==> src/hdl/issue_settings.svh <==
`ifndef ISSUE_SETTINGS_SVH
`define ISSUE_SETTINGS_SVH

////////////////////
// datapath widths
////////////////////

// operand and immediate word.
`define ISSUE_DATA_W 32

// physical register tag for 64 registers.
`define ISSUE_TAG_W 6

////////////////////
// queue depths
////////////////////

// alu traffic is the most common class.
`define ALU_QUEUE_LEN 8

`define MEM_QUEUE_LEN 6     // loads and stores.

`define BRANCH_QUEUE_LEN 4  // branches and jumps.

`define MULT_QUEUE_LEN 4    // multiply and divide.

`endif

==> src/hdl/uop_pkg.sv <==
`include "issue_settings.svh"

package uop_pkg;

    typedef logic [`ISSUE_TAG_W-1:0]  tag_t;   // physical register tag.
    typedef logic [`ISSUE_DATA_W-1:0] word_t;  // operand or immediate.

    // execution unit class that steers dispatch to a queue.
    typedef enum logic [1:0] {
        UNIT_ALU    = 2'd0,
        UNIT_MEM    = 2'd1,
        UNIT_BRANCH = 2'd2,
        UNIT_MULT   = 2'd3
    } unit_e;

    // carried through issue untouched.
    typedef enum logic [3:0] {
        OP_ADD   = 4'h0,
        OP_SUB   = 4'h1,
        OP_AND   = 4'h2,
        OP_OR    = 4'h3,
        OP_XOR   = 4'h4,
        OP_SLT   = 4'h5,
        OP_SLL   = 4'h6,
        OP_SRL   = 4'h7,
        OP_LOAD  = 4'h8,
        OP_STORE = 4'h9,
        OP_BEQ   = 4'ha,
        OP_BNE   = 4'hb,
        OP_JAL   = 4'hc,
        OP_MUL   = 4'hd,
        OP_MULH  = 4'he,
        OP_DIV   = 4'hf
    } op_e;

endpackage

==> src/hdl/iq_pkg.sv <==
package iq_pkg;
    import uop_pkg::*;

    // one source operand whose data is meaningful once ready is set.
    typedef struct packed {
        logic  ready;
        tag_t  tag;
        word_t data;
    } src_t;

    typedef struct packed {
        logic  valid;
        op_e   op;
        tag_t  dst;
        word_t imm;
        src_t  src1;
        src_t  src2;
    } iq_entry_t;

    // result broadcast capture for a waiting slot.
    function automatic src_t wake_capture(src_t s, logic wake_valid, tag_t wake_tag,
                                          word_t wake_data);
        src_t r;
        r = s;
        if (wake_valid && !s.ready && (s.tag == wake_tag)) begin
            r.ready = 1'b1;
            r.data  = wake_data;
        end
        return r;
    endfunction

endpackage

==> src/hdl/issue_queue.sv <==
`timescale 1ns/1ps

module issue_queue #(
    parameter int QUEUE_LEN = 4
) (
    input  logic              clk,
    input  logic              arst_n,
    input  logic              write,
    input  iq_pkg::iq_entry_t write_entry,
    input  logic              wake_valid,
    input  uop_pkg::tag_t     wake_tag,
    input  uop_pkg::word_t    wake_data,
    input  logic              busy,
    output logic              full,
    output logic              issue_valid,
    output uop_pkg::op_e      issue_op,
    output uop_pkg::tag_t     issue_dst,
    output uop_pkg::word_t    issue_imm,
    output uop_pkg::word_t    issue_src1,
    output uop_pkg::word_t    issue_src2
);
    import iq_pkg::*;

    localparam int IDX_W = (QUEUE_LEN > 1) ? $clog2(QUEUE_LEN) : 1;

    iq_entry_t            slot     [QUEUE_LEN];  // index 0 holds the oldest entry.
    iq_entry_t            woken    [QUEUE_LEN];
    iq_entry_t            nxt_slot [QUEUE_LEN];
    logic [QUEUE_LEN-1:0] vld;
    logic [QUEUE_LEN-1:0] nxt_vld;
    logic [QUEUE_LEN-1:0] ready;
    logic                 sel_hit;
    logic [IDX_W-1:0]     sel_idx;
    logic                 accept;

    // occupancy is contiguous from slot 0.
    assign full   = vld[QUEUE_LEN-1];
    assign accept = write && write_entry.valid && !full;

    ////////////////////
    // wakeup
    ////////////////////

    always_comb begin
        for (int i = 0; i < QUEUE_LEN; i++) begin
            woken[i]      = slot[i];
            woken[i].src1 = wake_capture(slot[i].src1, wake_valid, wake_tag, wake_data);
            woken[i].src2 = wake_capture(slot[i].src2, wake_valid, wake_tag, wake_data);
            ready[i]      = vld[i] && slot[i].src1.ready && slot[i].src2.ready;
        end
    end

    ////////////////////
    // oldest-ready select
    ////////////////////

    always_comb begin
        sel_hit = 1'b0;
        sel_idx = '0;
        if (!busy) begin
            for (int i = QUEUE_LEN - 1; i >= 0; i--) begin
                if (ready[i]) begin  // lowest index wins.
                    sel_hit = 1'b1;
                    sel_idx = IDX_W'(i);
                end
            end
        end
    end

    ////////////////////
    // collapse and append
    ////////////////////

    always_comb begin
        int   src;
        logic placed;
        placed = 1'b0;
        for (int i = 0; i < QUEUE_LEN; i++) begin
            src = (sel_hit && (i >= int'(sel_idx))) ? i + 1 : i;  // close the gap.
            if (src < QUEUE_LEN) begin
                nxt_vld[i]  = vld[src];
                nxt_slot[i] = woken[src];
            end else begin
                nxt_vld[i]  = 1'b0;
                nxt_slot[i] = woken[i];
            end
            // first free slot after the shift is the tail.
            if (accept && !placed && !nxt_vld[i]) begin
                nxt_vld[i]  = 1'b1;
                nxt_slot[i] = write_entry;
                placed      = 1'b1;
            end
        end
    end

    always_ff @(posedge clk or negedge arst_n) begin
        if (!arst_n) begin
            vld         <= '0;
            issue_valid <= 1'b0;
        end else begin
            vld         <= nxt_vld;
            issue_valid <= sel_hit;
        end
    end

    always_ff @(posedge clk) begin
        slot <= nxt_slot;
        if (sel_hit) begin  // hold the last issued entry otherwise.
            issue_op   <= slot[sel_idx].op;
            issue_dst  <= slot[sel_idx].dst;
            issue_imm  <= slot[sel_idx].imm;
            issue_src1 <= slot[sel_idx].src1.data;
            issue_src2 <= slot[sel_idx].src2.data;
        end
    end

endmodule

==> config.mk <==
export PLATFORM = sky130hd
export DESIGN_NAME = issue_queue
export DESIGN_NICKNAME = d
export VERILOG_FILES = /design/src/hdl/uop_pkg.sv /design/src/hdl/iq_pkg.sv /design/src/hdl/issue_queue.sv
export VERILOG_INCLUDE_DIRS = /design/src /design/src/hdl
export SDC_FILE = /design/constraint.sdc
export NUM_CORES = 1
export LEC_CHECK = 0
export ABC_AREA = 0
export BUFFER_PORTS_ARGS = -buffer_cell sky130_fd_sc_hd__buf_2
export CAP_MARGIN = 20
export CORE_ASPECT_RATIO = 0.8
export CORE_UTILIZATION = 30
export CTS_BUF_LIST = sky130_fd_sc_hd__clkbuf_8
export DETAILED_ROUTE_END_ITERATION = 8
export HOLD_SLACK_MARGIN = 0.15
export PLACE_DENSITY_LB_ADDON = 0.25
export SETUP_SLACK_MARGIN = 0.15
export SLEW_MARGIN = 20
export SYNTH_ARGS = -nofsm -noshare
export SYNTH_HDL_FRONTEND = slang
export SYNTH_SLANG_ARGS = --single-unit
==> constraint.sdc <==
create_clock -name clk -period 15.9 [get_ports clk]
set_input_delay 2.385 -clock clk [delete_from_list [all_inputs] [get_ports clk]]
set_output_delay 2.385 -clock clk [all_outputs]
set_load 0.02 [all_outputs]
==> flow_summary.rst <==
.. list-table::
   :header-rows: 1

   * - Metric
     - Value
   * - Register-to-register path setup slack
     - between 10 and 15 ns
   * - Unrepaired setup endpoints after global routing
     - no
   * - Source of the worst register-to-register timing path
     - vld[2]
   * - Synth Flop Type
     - sky130_fd_sc_hd__edfxtp_1
   * - Switching power total
     - 0.00265 W
   * - Post-synthesis area per instance
     - approximately 9.3 sq um
   * - Minimum setup slack in the final design
     - 10.74 ns
   * - Yosys warning count
     - 0
   * - Share of the yosys chip area belonging to registers
     - 0.531
   * - WL per Instance
     - 23.1 um
   * - Cell count after synthesis
     - approximately 3000
   * - Sequential cell area
     - 0.0151 sq mm
   * - Slew headroom
     - 0.219
   * - Post-CTS repair timing setup buffer count
     - 0
   * - Core footprint
     - between 0.09 and 0.1 sq mm
   * - Critical path startpoint category
     - primary input
   * - Share of total power in the clock network
     - 0.204
   * - Source-to-sink clock delay at the later pin of the worst-skew pair
     - 0.74 ns
   * - Vias in the first global route
     - 23300
   * - Hold Path Class
     - reg2reg
   * - Netlist Area Pre-Place
     - around 0.028 sq mm
   * - Leakage component of the power
     - ~12 nW
   * - Share of total power in combinational logic
     - 0.364
   * - Die area
     - between 0.09 and 0.1 sq mm
   * - Count of state elements after synthesis
     - ~600
   * - Clock-pin transition on the worst setup and hold timing paths
     - approximately 0.06 ns
   * - Aggregate global-route resource usage
     - 0.213
   * - Iter 0 DRT Violations
     - 2441
   * - Port buffer count
     - 271
   * - Fraction of final layout cells sized beyond drive strength 1
     - 0.151
   * - Hold WS
     - 0.529 ns
   * - Clock sinks
     - around 590
   * - Initial antenna violation count
     - 40
   * - Starting density of the core
     - 0.304
   * - Pwr/cell area
     - 200 mW/mm^2
   * - Internal cell power
     - 0.00387 W
   * - Path type of the worst setup path
     - in2reg
   * - Post-layout nets
     - between 3000 and 4000
   * - # setup viols final
     - 0
   * - Die X
     - between 300 and 400 um
   * - Pin count of the biggest net entering global routing
     - 213
   * - Area leader, netlist
     - sky130_fd_sc_hd__edfxtp_1
   * - Slew at the pin closest to its max-slew limit
     - 1.17 ns
   * - CP endpoint kind
     - register
   * - Fill cells
     - 9681
   * - Post-placement worst setup slack
     - ~10 ns
   * - DP Wirelength
     - 59400 um
   * - Number of nets produced by synthesis
     - ~3200
   * - Top-area cell type share of the netlist area
     - 0.340
   * - Drt pass-1 iters
     - 6
   * - Crit share post-route
     - 0.325
   * - Switching share of power
     - 0.406
   * - H-Tree Level Count
     - 3
   * - Core Rows
     - 100
   * - Post-cts repair resize count
     - 0
   * - Chip Height
     - 277 um
   * - IO Pins
     - 272
   * - Number of enable-type register cells in the synthesized netlist
     - 322
   * - Number of max-slew violations in the final report
     - 0
   * - Number of buffers created by CTS
     - 107
   * - Start point of the worst hold path
     - slot[83]
   * - Proportion of synthesized flip-flops having asynchronous set or reset
     - 0.00846
   * - Root buffer selected by CTS
     - sky130_fd_sc_hd__clkbuf_8
   * - Achievable frequency
     - approximately 0.19 GHz
   * - Max Cap Violations
     - 0
   * - First-pass GRT wire length
     - 155000 um
   * - Setup crit start
     - busy
   * - Post-route antenna net violation count
     - 0
   * - Congestion Overflow GR
     - 0
   * - Syn-to-layout area delta
     - 14.8%
   * - CTS tree
     - yes
   * - Worst path required time
     - 16.46 ns
   * - Synth area leaders
     - sky130_fd_sc_hd__edfxtp_1 34%, sky130_fd_sc_hd__dfxtp_1 19%, sky130_fd_sc_hd__nand2_1 9.8%
   * - Sequential cell fraction of total power
     - 0.432
   * - Placer congestion estimate
     - ~0.8
   * - Number of hold violations in the final report
     - 0
   * - PnR Total Power
     - 0.00652 W
   * - Data arrival time of the critical path
     - 5.73 ns
   * - Final routed wirelength across all metal layers
     - 104000 um
   * - Maximum fanout along the worst path
     - 44
   * - Netlist cell types
     - 57
   * - Remaining design rule violation count
     - 0
   * - Area of combinational cells with multiple inputs
     - 0.0121 sq mm
   * - Run status
     - finished, final reports clean
   * - Time the worst path needs with I/O delays and setup
     - 5.16 ns
   * - Peak supply drop
     - about 120 uV
   * - Total Neg Setup Slack
     - 0 ns
   * - Worst Clk Skew
     - about 0.047 ns
   * - Total number of vias
     - ~24000
   * - Vias per cell
     - 5.37
   * - Maximum buffer depth of the clock tree
     - 3
   * - Hold buffers post-CTS
     - 0
## area by class of cell
| class | count | area share |
|---|---|---|
| Antenna cell | 13 | 0.000998 |
| Tap cell | 1224 | 0.0470 |
| Inverter | 36 | 0.00438 |
| Clock inverter | 85 | 0.0116 |
| Timing Repair Buffer | 318 | 0.0538 |
| Sequential cell | 591 | 0.463 |
| Clock buffer | 112 | 0.0473 |
| Multi-Input combinational cell | 2151 | 0.372 |
## sequential cells by signal (all words and copies together) (netlist names)
| register | count |
|---|---|
| issue_dst | 6 |
| issue_imm | 32 |
| issue_op | 4 |
| issue_src1 | 32 |
| issue_src2 | 32 |
| issue_valid | 1 |
| slot | 480 |
| vld | 4 |
## path summary, 6_finish.rpt
check,end,cells past startpoint
max in group asynchronous,issue_valid,1
worst max-delay path,slot[298],7
worst min register to register,slot[204],2
worst min-delay path,slot[204],2
min in group asynchronous,vld[0],1
worst max register to register,issue_imm[1],7
## through the flow
step / cells / instance area [sq um] / util
5_1_grt: 4525 / 32600 / 0.349
2_1_floorplan: 3047 / 28400 / -
3_3_place_gp: 4318 / 30600 / 0.328
6_report: 4530 / 32600 / 0.349
3_5_place_dp: 4318 / 30600 / 0.328
4_1_cts: 4515 / 32500 / 0.348
## Yosys cell counts, drive strengths merged (36+ instances only)
cell      n
o31ai    70
mux2i    64
o22ai   129
clkbuf  140
a21oi   132
nor2     75
a221oi   64
nand2   745
dfxtp   264
nand3   124
edfxtp  322
a211oi  108
a31oi   109
inv      36
o21ai   198
buf     129
and2    163
o221ai   64
## layout by cell type (no fill, tap or decap), drive strengths merged, types with 75 or more instances in the layout
| cell type | instances |
|---|---|
| nand3 | 124 |
| a211oi | 108 |
| inv | 86 |
| dfxtp | 264 |
| nor2 | 75 |
| nand2 | 745 |
| a21oi | 132 |
| edfxtp | 322 |
| clkbuf | 112 |
| o21ai | 198 |
| and2 | 163 |
| o22ai | 129 |
| a31oi | 109 |
| buf | 318 |
## layer usage
metal / vias up / part of all wire / track usage
li1: 11500 / - / -
met1: 11600 / 0.45 / 0.297
met2: 1002 / 0.43 / 0.316
met3: 210 / 0.092 / 0.0588
met4: 46 / 0.022 / 0.0667
met5: - / 0.0024 / 0
## cell families after synthesis
logic type,Yosys count,share of synthesized area
simple gates,1152,0.178
compound gates,887,0.205
flops,591,0.531
buf+inv,305,0.0490
mux,64,0.0226
xor+xnor,48,0.0148
## power by group through the flow
stage / registers (W) / clock network [W] / logic (W)
CTS: 0.00281 / 0.00137 / 0.00238
detailed placement: 0.00283 / 0 / 0.00237
global route: 0.00289 / 0.00143 / 0.00260
floorplan: 0.00291 / 0 / 0.00147
global placement: 0.00284 / 0 / 0.00235
finish: 0.00282 / 0.00133 / 0.00238
## critical path, stage by stage
cell and delay, ns:
sky130_fd_sc_hd__buf_2 0.21, sky130_fd_sc_hd__nand4b_4 0.34, sky130_fd_sc_hd__nand2_2 0.48, sky130_fd_sc_hd__buf_4 0.64, sky130_fd_sc_hd__nand3_2 1.06, sky130_fd_sc_hd__a21oi_1 0.43, sky130_fd_sc_hd__o31ai_1 0.11
Note: power is estimated with default switching activity, not from simulation.
