`src/hdl/issue_settings.svh`:
```
`ifndef ISSUE_SETTINGS_SVH
`define ISSUE_SETTINGS_SVH

////////////////////
// datapath widths
////////////////////

// operand and immediate word.
`define ISSUE_DATA_W 32

// physical register tag for 64 registers.
`define ISSUE_TAG_W 6

////////////////////
// queue depths
////////////////////

// alu traffic is the most common class.
`define ALU_QUEUE_LEN 8

`define MEM_QUEUE_LEN 6     // loads and stores.

`define BRANCH_QUEUE_LEN 4  // branches and jumps.

`define MULT_QUEUE_LEN 4    // multiply and divide.

`endif

```
`src/hdl/uop_pkg.sv`:
```
`include "issue_settings.svh"

package uop_pkg;

    typedef logic [`ISSUE_TAG_W-1:0]  tag_t;   // physical register tag.
    typedef logic [`ISSUE_DATA_W-1:0] word_t;  // operand or immediate.

    // execution unit class that steers dispatch to a queue.
    typedef enum logic [1:0] {
        UNIT_ALU    = 2'd0,
        UNIT_MEM    = 2'd1,
        UNIT_BRANCH = 2'd2,
        UNIT_MULT   = 2'd3
    } unit_e;

    // carried through issue untouched.
    typedef enum logic [3:0] {
        OP_ADD   = 4'h0,
        OP_SUB   = 4'h1,
        OP_AND   = 4'h2,
        OP_OR    = 4'h3,
        OP_XOR   = 4'h4,
        OP_SLT   = 4'h5,
        OP_SLL   = 4'h6,
        OP_SRL   = 4'h7,
        OP_LOAD  = 4'h8,
        OP_STORE = 4'h9,
        OP_BEQ   = 4'ha,
        OP_BNE   = 4'hb,
        OP_JAL   = 4'hc,
        OP_MUL   = 4'hd,
        OP_MULH  = 4'he,
        OP_DIV   = 4'hf
    } op_e;

endpackage

```
`src/hdl/iq_pkg.sv`:
```
package iq_pkg;
    import uop_pkg::*;

    // one source operand whose data is meaningful once ready is set.
    typedef struct packed {
        logic  ready;
        tag_t  tag;
        word_t data;
    } src_t;

    typedef struct packed {
        logic  valid;
        op_e   op;
        tag_t  dst;
        word_t imm;
        src_t  src1;
        src_t  src2;
    } iq_entry_t;

    // result broadcast capture for a waiting slot.
    function automatic src_t wake_capture(src_t s, logic wake_valid, tag_t wake_tag,
                                          word_t wake_data);
        src_t r;
        r = s;
        if (wake_valid && !s.ready && (s.tag == wake_tag)) begin
            r.ready = 1'b1;
            r.data  = wake_data;
        end
        return r;
    endfunction

endpackage

```
`src/hdl/operand_resolve.sv`:
```
`timescale 1ns/1ps

module operand_resolve (
    input  uop_pkg::op_e      dispatch_op,
    input  uop_pkg::tag_t     dispatch_dst,
    input  uop_pkg::word_t    dispatch_imm,
    input  logic              src1_used,
    input  uop_pkg::tag_t     src1_tag,
    input  logic              rf1_ready,
    input  uop_pkg::word_t    rf1_data,
    input  logic              byp1_hit,
    input  uop_pkg::word_t    byp1_data,
    input  logic              src2_used,
    input  uop_pkg::tag_t     src2_tag,
    input  logic              rf2_ready,
    input  uop_pkg::word_t    rf2_data,
    input  logic              byp2_hit,
    input  uop_pkg::word_t    byp2_data,
    input  logic              wake_valid,
    input  uop_pkg::tag_t     wake_tag,
    input  uop_pkg::word_t    wake_data,
    output iq_pkg::iq_entry_t entry
);
    import uop_pkg::*;
    import iq_pkg::*;

    // unused, then bypass, then register file, else wait on the tag.
    function automatic src_t pick_src(logic used, tag_t tag, logic rf_ready, word_t rf_data,
                                      logic byp_hit, word_t byp_data);
        src_t s;
        s.tag = tag;
        if (!used) begin
            s.ready = 1'b1;
            s.data  = '0;
        end else if (byp_hit) begin
            s.ready = 1'b1;
            s.data  = byp_data;
        end else if (rf_ready) begin
            s.ready = 1'b1;
            s.data  = rf_data;
        end else begin
            s.ready = 1'b0;
            s.data  = '0;
        end
        return s;
    endfunction

    src_t src1_pick;
    src_t src2_pick;

    assign src1_pick = pick_src(src1_used, src1_tag, rf1_ready, rf1_data, byp1_hit, byp1_data);
    assign src2_pick = pick_src(src2_used, src2_tag, rf2_ready, rf2_data, byp2_hit, byp2_data);

    always_comb begin
        entry.valid = 1'b1;
        entry.op    = dispatch_op;
        entry.dst   = dispatch_dst;
        entry.imm   = dispatch_imm;
        // the queue wakes only stored slots, so a broadcast now would miss the new entry.
        entry.src1  = wake_capture(src1_pick, wake_valid, wake_tag, wake_data);
        entry.src2  = wake_capture(src2_pick, wake_valid, wake_tag, wake_data);
    end

endmodule

```
`config.mk`:
```
export PLATFORM = sky130hd
export DESIGN_NAME = operand_resolve
export DESIGN_NICKNAME = d
export VERILOG_FILES = /design/src/hdl/uop_pkg.sv /design/src/hdl/iq_pkg.sv /design/src/hdl/operand_resolve.sv
export VERILOG_INCLUDE_DIRS = /design/src /design/src/hdl
export SDC_FILE = /design/constraint.sdc
export NUM_CORES = 1
export LEC_CHECK = 0
export ABC_AREA = 1
export BUFFER_PORTS_ARGS = -buffer_cell sky130_fd_sc_hd__clkbuf_2
export CORE_AREA = 5 5 131 133
export DETAILED_ROUTE_END_ITERATION = 7
export DIE_AREA = 0 0 136 138
export PLACE_DENSITY = 0.5
export SLEW_MARGIN = 20
export SYNTH_ARGS = -nofsm -noshare
export SYNTH_HDL_FRONTEND = slang
export SYNTH_SLANG_ARGS = --single-unit
```
`constraint.sdc`:
```
create_clock -name vclk -period 1.15
set_clock_uncertainty 0.1 [all_clocks]
set_input_delay 0.115 -clock vclk [all_inputs]
set_output_delay 0.115 -clock vclk [all_outputs]
set_load 0.01 [all_outputs]
```
==> results.md, run 1 <==
- The run finished, with violations left.
- The checks that failed: negative setup slack.
- The worst min-delay path category is in2out.
- The tool flagged a number of max-cap violations equal to 0.
- The number of violations reported at the end of detailed-routing iteration 0 is 215.
- The total inserted antenna cells is 0.
- The count of different cell masters after synthesis is 19.
- Ranked by instance count, the synthesized netlist is headed by sky130_fd_sc_hd__nand2_1, sky130_fd_sc_hd__nand3_1, sky130_fd_sc_hd__buf_4.
- The number of instances in the synthesized netlist is 551.
- In the final routed layout, each cell accounts on average for 15.57 um.
- The peak supply drop is 0.1651 mV.
- The maximum number of pins on one net before global-route repair is 33.
- For this block, the routed nets add up to 15.24 mm of wire.
- The clock buffers instantiated in the layout total 0.
- The final count of hold timing violations is 0.
- The global-route wire length before repair is 22.09 mm.
- The mean instance size in the synthesized netlist is 4.682 um^2.
- The worst setup path is launched from an input pin.
- The critical path class is in2out.
- At the worst endpoint, the required time is 0.94 ns.
- The die is 136 um wide.
- The antenna violation net count after detailed routing is 0.
- The via count of the first global-routing pass is 3894.
- The die covers 0.01877 mm^2.
- The fraction of layout instances using a drive strength above 1 is 55.70%.
- Pin placement for this block handled 348 I/O pins.
- The register area is 0 um^2.
- After layout, the worst setup slack is -0.3162 ns.
- The initial antenna violation count is 0.
- The number of slew-limit violations in the final report is 0.
- There are 0 flip-flops and latches.
- The vias after detailed routing is 4149.
- The number of design rule violations left after detail routing is 0.
- The count of non-filler cells in the finished layout is 979.
- Among all cell types in the netlist, the one instantiated most often is sky130_fd_sc_hd__nand2_1.
- The standard-cell row count is 46.
- After layout, the minimum clock period comes to 1.466 ns.
- For this configuration, the core starts out at a cell density of 16.42%.
- The number of vias per cell after detailed routing is 4.238.
- The critical path arrival is 1.25 ns.
- The final count of negative-setup-slack endpoints is 66.
- Derived from the worst setup path, the maximum achievable clock frequency is 0.6820 GHz.
- The total number of yosys warnings is 0.
- In this run the static leakage power is 0.002838 uW.
- The post-synthesis to final-layout area growth is 93.50%.
- The estimated wirelength of the detail-placed design is 12.06 mm.
- The finished cells cover 0.004992 mm^2.
- The total congestion overflow after global routing is 0.
- Setup repair after global routing could not meet its margin everywhere.
- Counting the fill cells in the layout gives 1744.
- The number of nets produced by synthesis is 778.
- In this run the standard cell core region covers 0.01571 mm^2.
- The pre-antenna-repair detailed-routing pass consisted of 5 iterations.
- Across every metal layer, demand over resource in global routing totals 14.67%.
- The standard cell area after detailed placement is 0.003978 mm^2.
- During placement, the flow inserted port buffers numbering 263.
- Summing all multi-input logic gate instances after layout gives 0.002397 mm^2.
- The peak fanout along the critical path is 6.
- The congestion estimate from routability-driven global placement came to 0.7968.
- Yosys attributes the largest share of cell area to sky130_fd_sc_hd__nand2_1, sky130_fd_sc_hd__nand3_1, sky130_fd_sc_hd__buf_4.
- The cell area power density is 332.2 mW/mm^2.
- For this design, the CTS-stage hold fixing added 0 buffers.
- The final cycle utilization of the critical path is 127.5%.
- The cell count after placement is 965.
- After the last flow step, the layout net total stands at 992.
- The worst setup path is captured at a primary output.
- The share of synthesized area in the top cell type comes to 41.90%.
- The vertical die dimension is 138 um.
- The cell area that synthesis handed to floorplanning was 0.002580 mm^2.
- The sequential element share of the synthesized area is 0%.
- The most area-hungry cell type in the Yosys netlist is sky130_fd_sc_hd__nand2_1.
- Total power for the finished layout comes to 1659 uW.
==> kinds of logic (layout without fill, tap and decap cells) <==
logic type                count (synthesis)  in the layout  share of synthesized area [%]
AOI/OAI and AO/OA                         2              2                         0.3880
buffers and inverters                   118            330                          28.32
and+or+nand+nor                         428            428                          70.47
xor gates and xnor gates                  2              2                         0.6791
other                                     1              1                         0.1454
==> critical path, cell delays in order <==
cell and delay, ns:
sky130_fd_sc_hd__buf_8 0.10, sky130_fd_sc_hd__clkinv_4 0.05, sky130_fd_sc_hd__nand2_4 0.04, sky130_fd_sc_hd__nor2_4 0.14, sky130_fd_sc_hd__nand2_2 0.09, sky130_fd_sc_hd__nor2_4 0.18
sky130_fd_sc_hd__buf_6 0.15, sky130_fd_sc_hd__clkbuf_16 0.15, sky130_fd_sc_hd__nand3_2 0.07, sky130_fd_sc_hd__nand2_1 0.05, sky130_fd_sc_hd__buf_2 0.12
==> cell type report <==
cell class	count	share of cell area, %
Multi-Input combinational cell	433	48.02
Inverter	21	1.930
Timing Repair Buffer	309	44.64
Tap cell	216	5.414
==> placed cells by master (no fill, tap or decap), types with 3 or more instances in the layout <==
| cell | n |
|---|---|
| sky130_fd_sc_hd__clkbuf_2 | 201 |
| sky130_fd_sc_hd__inv_2 | 4 |
| sky130_fd_sc_hd__nand3_1 | 80 |
| sky130_fd_sc_hd__buf_8 | 12 |
| sky130_fd_sc_hd__buf_12 | 10 |
| sky130_fd_sc_hd__inv_1 | 15 |
| sky130_fd_sc_hd__nor2_4 | 5 |
| sky130_fd_sc_hd__nand2_4 | 3 |
| sky130_fd_sc_hd__buf_6 | 46 |
| sky130_fd_sc_hd__nand3_4 | 15 |
| sky130_fd_sc_hd__nand3_2 | 35 |
| sky130_fd_sc_hd__buf_2 | 12 |
| sky130_fd_sc_hd__buf_4 | 23 |
| sky130_fd_sc_hd__nand2_1 | 241 |
| sky130_fd_sc_hd__nand2_2 | 48 |
| sky130_fd_sc_hd__clkbuf_8 | 3 |
==> per-stage QoR <==
| step | setup slack [ns] | TNS [ns] | hold slack, ns | util (%) |
|---|---|---|---|---|
| global placement | -0.3281 | -16.81 | 0.1301 | 25.31 |
| finish | -0.3162 | -14.51 | 0.1300 | 31.77 |
| floorplan | -0.002873 | -0.002873 | 0.2218 | - |
| CTS | -0.3178 | -16.97 | 0.1301 | 28.71 |
| detailed placement | -0.3313 | -17.26 | 0.1301 | 25.31 |
| global route | -0.3921 | -20.01 | 0.1300 | 31.77 |
==> per-layer routing <==
layer / global-route usage (%) / routed length, um / up-vias / part of all wire (%)
li1: - / - / 2100 / -
met1: 18.64 / 6100 / 1842 / 40
met2: 26.86 / 7897 / 177 / 52
met3: 1.560 / 963 / 30 / 6.3
met4: 2.334 / 277 / 0 / 1.8
met5: 0 / 0 / - / 0
==> worst paths after layout <==
path	end	depth (start not counted)	from
worst max-delay path	entry[54]	11	byp1_hit
worst min-delay path	entry[108]	0	dispatch_imm[30]
==> repair_timing <==
item,CTS,global route
resized for setup,70,157
gates cloned,5,1
hold endpoints to repair,0,0
buffers inserted,9,3
pin swaps,16,36
setup endpoints to repair,66,66
==> report_power, final <==
group	switching (uW)	internal, uW
clock network	0	0
logic	860	798
registers	0	0
Power figures use the tool's default switching activity.
==> run 2: changes to the inputs <==
--- a/config.mk
+++ b/config.mk
@@ -6,12 +6,13 @@
 export SDC_FILE = /design/constraint.sdc
 export NUM_CORES = 1
 export LEC_CHECK = 0
-export ABC_AREA = 1
 export BUFFER_PORTS_ARGS = -buffer_cell sky130_fd_sc_hd__clkbuf_2
-export CORE_AREA = 5 5 131 133
+export CELL_PAD_IN_SITES_DETAIL_PLACEMENT = 1
+export CELL_PAD_IN_SITES_GLOBAL_PLACEMENT = 1
+export CORE_MARGIN = 5
+export CORE_UTILIZATION = 19
 export DETAILED_ROUTE_END_ITERATION = 7
-export DIE_AREA = 0 0 136 138
-export PLACE_DENSITY = 0.5
+export PLACE_DENSITY = 0.81
 export SLEW_MARGIN = 20
 export SYNTH_ARGS = -nofsm -noshare
 export SYNTH_HDL_FRONTEND = slang
==> run 2 against run 1 <==
The run still ends with negative setup slack left. Non-clock buffer count grew 9. Die area shrank 4.8%. Cell count shrank 13%. Area after synthesis grew 13%. Worst hold slack is essentially flat. Synthesized cell count shrank 20%. Setup slack lost 0.038 ns. Critical endpoint is now entry[24].
==> results.md, run 2 <==
- The library cells used most frequently in the layout, excluding fill and tap cells, are sky130_fd_sc_hd__clkbuf_2, sky130_fd_sc_hd__buf_2, sky130_fd_sc_hd__and3b_1.
- The number of design rule violations left after detail routing is 0.
- The top achievable clock speed is 0.6650 GHz.
- Setup violations remaining at the end of the flow were counted as 66.
- The peak supply drop is 0.2268 mV.
- The most area-hungry cell type in the Yosys netlist is sky130_fd_sc_hd__o31ai_1.
- After synthesis the cells add up to 0.002907 mm^2.
- The routed length per placed instance is 21.27 um.
- The area growth from synthesis to layout is 97.76%.
- Setup repair after global routing could not meet its margin everywhere.
- Across the whole layout, storage elements account for 0 um^2.
- Once placement finished, the instance area stood at 0.004576 mm^2.
- The number of vias per cell after detailed routing is 4.733.
- The vias after detailed routing is 4009.
- The setup slack after placement is -0.4805 ns.
- The finished layout holds 847 standard cells, fillers aside.
- The length of the first detailed-routing pass in iterations is 4.
- The tightest min-delay check is of the in2out type.
- The initial utilization of the core area, before any placement, comes to 19.26%.
- The flow ran to the end, but the final reports show violations.
- The antenna violation net count after detailed routing is 0.
- The final count of hold timing violations was 0.
- The number of antenna diodes in the final layout is 0.
- The worst setup path is launched from an input pin.
- The first global-routing pass estimated 23.88 mm of wire.
- The total congestion overflow after global routing is 0.
- The final net count is 888.
- The standard-cell row count is 45.
- The worst setup path endpoint is entry[24].
- The most critical setup path has its startpoint at src2_tag[4].
- Entering global routing, the biggest net connects 43 pins.
- The commonest cells after synthesis are sky130_fd_sc_hd__nand2_1, sky130_fd_sc_hd__o31ai_1, sky130_fd_sc_hd__buf_4.
- For this design the top-level I/O count stands at 348.
- Synthesis produced 440 cells.
- The required time of the critical path is 0.94 ns.
- The number of fill cells in the layout is 1845.
- The initial antenna violation count is 0.
- The via count of the first global-routing pass came to 4141.
- The number of violations reported at the end of detailed-routing iteration 0 is 157.
- The routed wire length is 18.02 mm.
- The port buffer count is 263.
- The critical path class is in2out.
- Along the worst path, the maximum fanout reaches 16.
- After layout, the minimum clock period comes to 1.504 ns.
- The total area inside the core boundary comes to 0.01509 mm^2.
- The library cell used most frequently in the layout, excluding fill and tap cells, is sky130_fd_sc_hd__clkbuf_2.
- The worst setup path is captured at a primary output.
- From bottom edge to top edge, the die measures 133.7 um.
- The number of slew-limit violations in the final report is 0.
- Clock buffers in the final layout number 0.
- In the post-route analysis, the smallest setup slack over all paths is -0.3537 ns.
- The cell area power density is 359.1 mW/mm^2.
- In this run the static leakage power is 0.002789 uW.
- STA puts the critical path data arrival time at 1.29 ns.
- The final cycle utilization of the critical path is 130.8%.
- The layout sequential cell count is 0.
- The congestion estimate from routability-driven global placement came to 0.8247.
- The fraction of layout instances using a drive strength above 1 is 70.11%.
- The estimated wirelength of the detail-placed design is 12.79 mm.
- The number of nets in the synthesized netlist is 667.
- The count of different cell masters after synthesis is 20.
- Sequential elements use 0% of the synthesized area.
- The mean instance size in the synthesized netlist is 6.606 um^2.
- The count of maximum capacitance violations is 0.
- The total die area is 0.01787 mm^2.
- The floorplan die width is 133.7 um.
- The Yosys step of the flow raised 0 warnings.
- Sorting the synthesized cells by area gives the leading types as sky130_fd_sc_hd__o31ai_1, sky130_fd_sc_hd__buf_4, sky130_fd_sc_hd__and3b_1.
- The area of all placed cells without fillers is 0.005748 mm^2.
- The global-route usage over all layers is 16.77%.
- After detailed placement, the design holds a cell count of 825.
- The final reports fail on negative setup slack.
- Of the post-synthesis cell area, the dominant cell type holds 16.53%.
[run 2: changes by cell type after synthesis, sizes merged, moves of 3 or more]
cell / delta
xnor2: +10
nand2: -228
inv: -18
o21ai: +66
clkinv: -3
nor2: -6
o31ai: +64
and2: +64
nand3: -128
and3b: +64
[run 2: kinds of logic after synthesis]
group,Yosys count,synth area share (%)
xor gates and xnor gates,12,3.616
buffers and inverters,99,23.25
AOI/OAI and AO/OA,130,27.90
and+or+nand+nor,198,45.11
other,1,0.1290
[run 2: critical path, cell delays in order]
cell,delay [ns]
sky130_fd_sc_hd__buf_8,0.10
sky130_fd_sc_hd__xnor2_4,0.19
sky130_fd_sc_hd__nand4_4,0.20
sky130_fd_sc_hd__buf_12,0.22
sky130_fd_sc_hd__buf_6,0.14
sky130_fd_sc_hd__o31ai_4,0.15
sky130_fd_sc_hd__buf_2,0.16
[run 2: area by class of cell]
type                            instances  area [um^2]  share of cell area, %
Tap cell                              188        235.2                  4.092
Timing Repair Buffer                  318         2280                  39.66
Multi-Input combinational cell        341         3233                  56.25
[run 2: stage by stage]
step | hold WS, ns | power (uW) | setup TNS, ns | util [%]
after CTS | 0.1301 | 1828 | -20.76 | 34.12
after global routing | 0.1300 | 2211 | -23.26 | 38.09
after global placement | 0.1301 | 1545 | -22.44 | 30.32
after detailed placement | 0.1301 | 1573 | -24.24 | 30.32
after floorplan | 0.2218 | 999.1 | -2.790 | -
final | 0.1300 | 2064 | -20.03 | 38.09
[run 2: report_power, final]
| part | internal, uW | switching (uW) |
|---|---|---|
| Clock | 0 | 0 |
| Sequential | 0 | 0 |
| Combinational | 1030 | 1030 |
| Total | 1030 | 1030 |
[run 2: metal layers]
metal	track usage [%]	routed length (um)	part of all wire, %
met5	0	0	0
met4	1.486	135	0.75
met3	2.870	1128	6.3
met2	30.28	9531	53
met1	21.68	7223	40
[run 2: how the worst min path moves through the flow]
stage,from,end,slack [ns],depth (start not counted)
final,dispatch_op[3],entry[119],0.13,0
after global routing,dispatch_op[1],entry[117],0.13,0
after CTS,dispatch_imm[22],entry[100],0.13,0
after detailed placement,dispatch_imm[22],entry[100],0.13,0
after global placement,dispatch_imm[22],entry[100],0.13,0
after floorplan,dispatch_imm[22],entry[100],0.22,1
[run 2: repair_timing]
item	in CTS	in global routing
hold buffers	0	0
buffers inserted	8	1
setup endpoints to repair	66	66
gates resized for setup	56	168
hold endpoints to repair	0	0
gates cloned	7	10
pin swaps	7	33
==> run 3: changes to the inputs <==
==> constraint.sdc (replaced) <==
create_clock -name vclk -period 1.15
set_clock_uncertainty 0.1 [all_clocks]
set_input_delay 0.115 -clock vclk [all_inputs]
set_output_delay 0.115 -clock vclk [all_outputs]
set_load 0.005 [all_outputs]
==> run 3 against run 2 <==
The flow still finishes with violations (negative setup slack). Via count up 5.1%. Maximum frequency down 5.3%. Die area unchanged. Cell area up 0.67%. Count of clock-buffer cells in the layout unchanged. Global-route usage up 2.0 points. Flip-flop and latch count unchanged. Combinational power about the same. Critical path type unchanged. Largest cell class unchanged.
==> results.md, run 3 (synthesis results as in run 2) <==
- The peak fanout along the critical path is 17.
- The initial antenna violation count is 0.
- The first global-routing pass estimated 26.52 mm of wire.
- For this run, the top clock speed supported by timing is 0.6296 GHz.
- Dividing total power by cell area gives a power density of 359.9 mW/mm^2.
- The library cell used most frequently in the layout, excluding fill and tap cells, is sky130_fd_sc_hd__clkbuf_2.
- The die is 133.7 um tall.
- The area of all placed cells without fillers is 0.005787 mm^2.
- The maximum number of pins on one net before global-route repair is 41.
- In the layout the commonest cells are sky130_fd_sc_hd__clkbuf_2, sky130_fd_sc_hd__buf_2, sky130_fd_sc_hd__and3b_1.
- Global routing finished with a remaining overflow of 0.
- The floorplan has 45 rows.
- The post-synthesis to final-layout area growth is 99.10%.
- The placer congestion estimate is 0.8719.
- The worst path uses 138.1% of the clock period.
- The number of violations reported at the end of detailed-routing iteration 0 is 177.
- The number of clock-tree buffers in the layout is 0.
- Combinational logic is responsible for 100.0% of the overall power.
- For this design the static power due to leakage is 0.002788 uW.
- For the worst setup path, the data required time is 0.94 ns.
- The run finished, with violations left.
- Setup repair after global routing could not meet its margin everywhere.
- Once routing completed, OpenROAD measured the worst setup slack at -0.4383 ns.
- The cell-internal power is 1065 uW.
- Across all layers, the routed design uses 4214 vias.
- The estimated wirelength of the detail-placed design is 13.28 mm.
- Buffers placed on the I/O ports in this run total 263.
- The tool flagged a number of max-cap violations equal to 0.
- The peak supply drop is 0.1830 mV.
- The final count of hold timing violations is 0.
- Summed over all layers, the routed wires come to 19.17 mm.
- The part of the power in the clock network is 0%.
- After detailed routing, the number of remaining DRC violations is 0.
- In this run the horizontal extent of the chip is 133.7 um.
- 348 I/O pins were placed.
- The layout sequential cell count is 0.
- The length of the first detailed-routing pass in iterations is 4.
- The antenna violation net count after detailed routing is 0.
- The final net count is 899.
- STA classifies the critical path endpoint as a primary output.
- The starting density of the core is 19.26%.
- For the worst setup path, the data arrival time is 1.37 ns.
- The number of hold buffers added after cts is 0.
- The final reports fail on negative setup slack.
- The clock period minus worst slack is 1.588 ns.
- The register area is 0 um^2.
- Across every metal layer, demand over resource in global routing totals 18.77%.
- The startpoint type of the worst setup path is an input pin.
- Dividing the detail-routed wire length by the instance count gives 22.35 um.
- The fraction of layout instances using a drive strength above 1 is 70.00%.
- In this run the worst hold path is classified as in2out.
- Of the total power, registers draw 0%.
- In this run the cell area measured after placement is 0.004173 mm^2.
- The via count of the first global-routing pass is 4556.
- In this run the standard cell core region covers 0.01509 mm^2.
- Once layout is complete, the utilization of the core stands at 38.35%.
- 0 antenna diodes ended up in the layout.
- In this run the power spent charging and discharging nets is 1018 uW.
- Setup violations remaining at the end of the flow were counted as 66.
- The switching share of power is 48.87%.
- The number of slew-limit violations in the final report is 0.
- The setup path with the least slack is of type in2out.
- The number of vias per cell after detailed routing is 4.911.
- The total die area is 0.01787 mm^2.
==> run 3: path summary, 6_finish.rpt <==
kind / startpoint / end / slack [ns] / cells past startpoint
worst min-delay path: dispatch_imm[4] / entry[82] / 0.13 / 0
worst max-delay path: byp1_hit / entry[50] / -0.44 / 6
==> run 3: cell type report <==
class              instances  area [um^2]
well taps                188        235.2
fillers                 1843         9303
repair buffers           329         2427
multi-input cells        341         3124
==> run 3: power groups by stage <==
| stage | logic, uW | registers (uW) | clock network [uW] |
|---|---|---|---|
| floorplan | 751 | 0 | 0 |
| global placement | 1350 | 0 | 0 |
| detailed placement | 1380 | 0 | 0 |
| CTS | 1810 | 0 | 0 |
| global route | 2220 | 0 | 0 |
| finish | 2080 | 0 | 0 |
==> run 3: timing repair <==
item	in CTS	in global routing
endpoints found under the setup margin	66	66
pin swaps	18	45
endpoints found under the hold margin	0	0
resized for setup	132	158
gates cloned	9	6
buffers inserted	6	8
==> run 3: per-layer routing <==
layer / up-vias / global-route usage [%] / wire [um]
met5: - / 0 / 0
met4: 0 / 6.057 / 656
met3: 52 / 3.248 / 1066
met2: 209 / 35.10 / 9862
met1: 1991 / 21.55 / 7587
li1: 1962 / - / -
==> run 3: per-stage QoR <==
step	cells	total power (uW)	setup TNS [ns]	setup slack, ns	hold slack, ns
floorplan	440	751.2	0	0.001432	0.2108
global placement	831	1354	-23.56	-0.5032	0.1300
detailed placement	831	1380	-24.12	-0.4710	0.1300
CTS	846	1809	-22.28	-0.3877	0.1300
global route	858	2220	-27.37	-0.5023	0.1300
finish	858	2082	-22.46	-0.4383	0.1300
==> run 3: worst max-delay path: stages <==
cell and delay (ns):
sky130_fd_sc_hd__clkbuf_2 0.16, sky130_fd_sc_hd__nor3b_4 0.24, sky130_fd_sc_hd__buf_4 0.27, sky130_fd_sc_hd__nand2_1 0.13, sky130_fd_sc_hd__o31ai_4 0.28, sky130_fd_sc_hd__buf_2 0.16
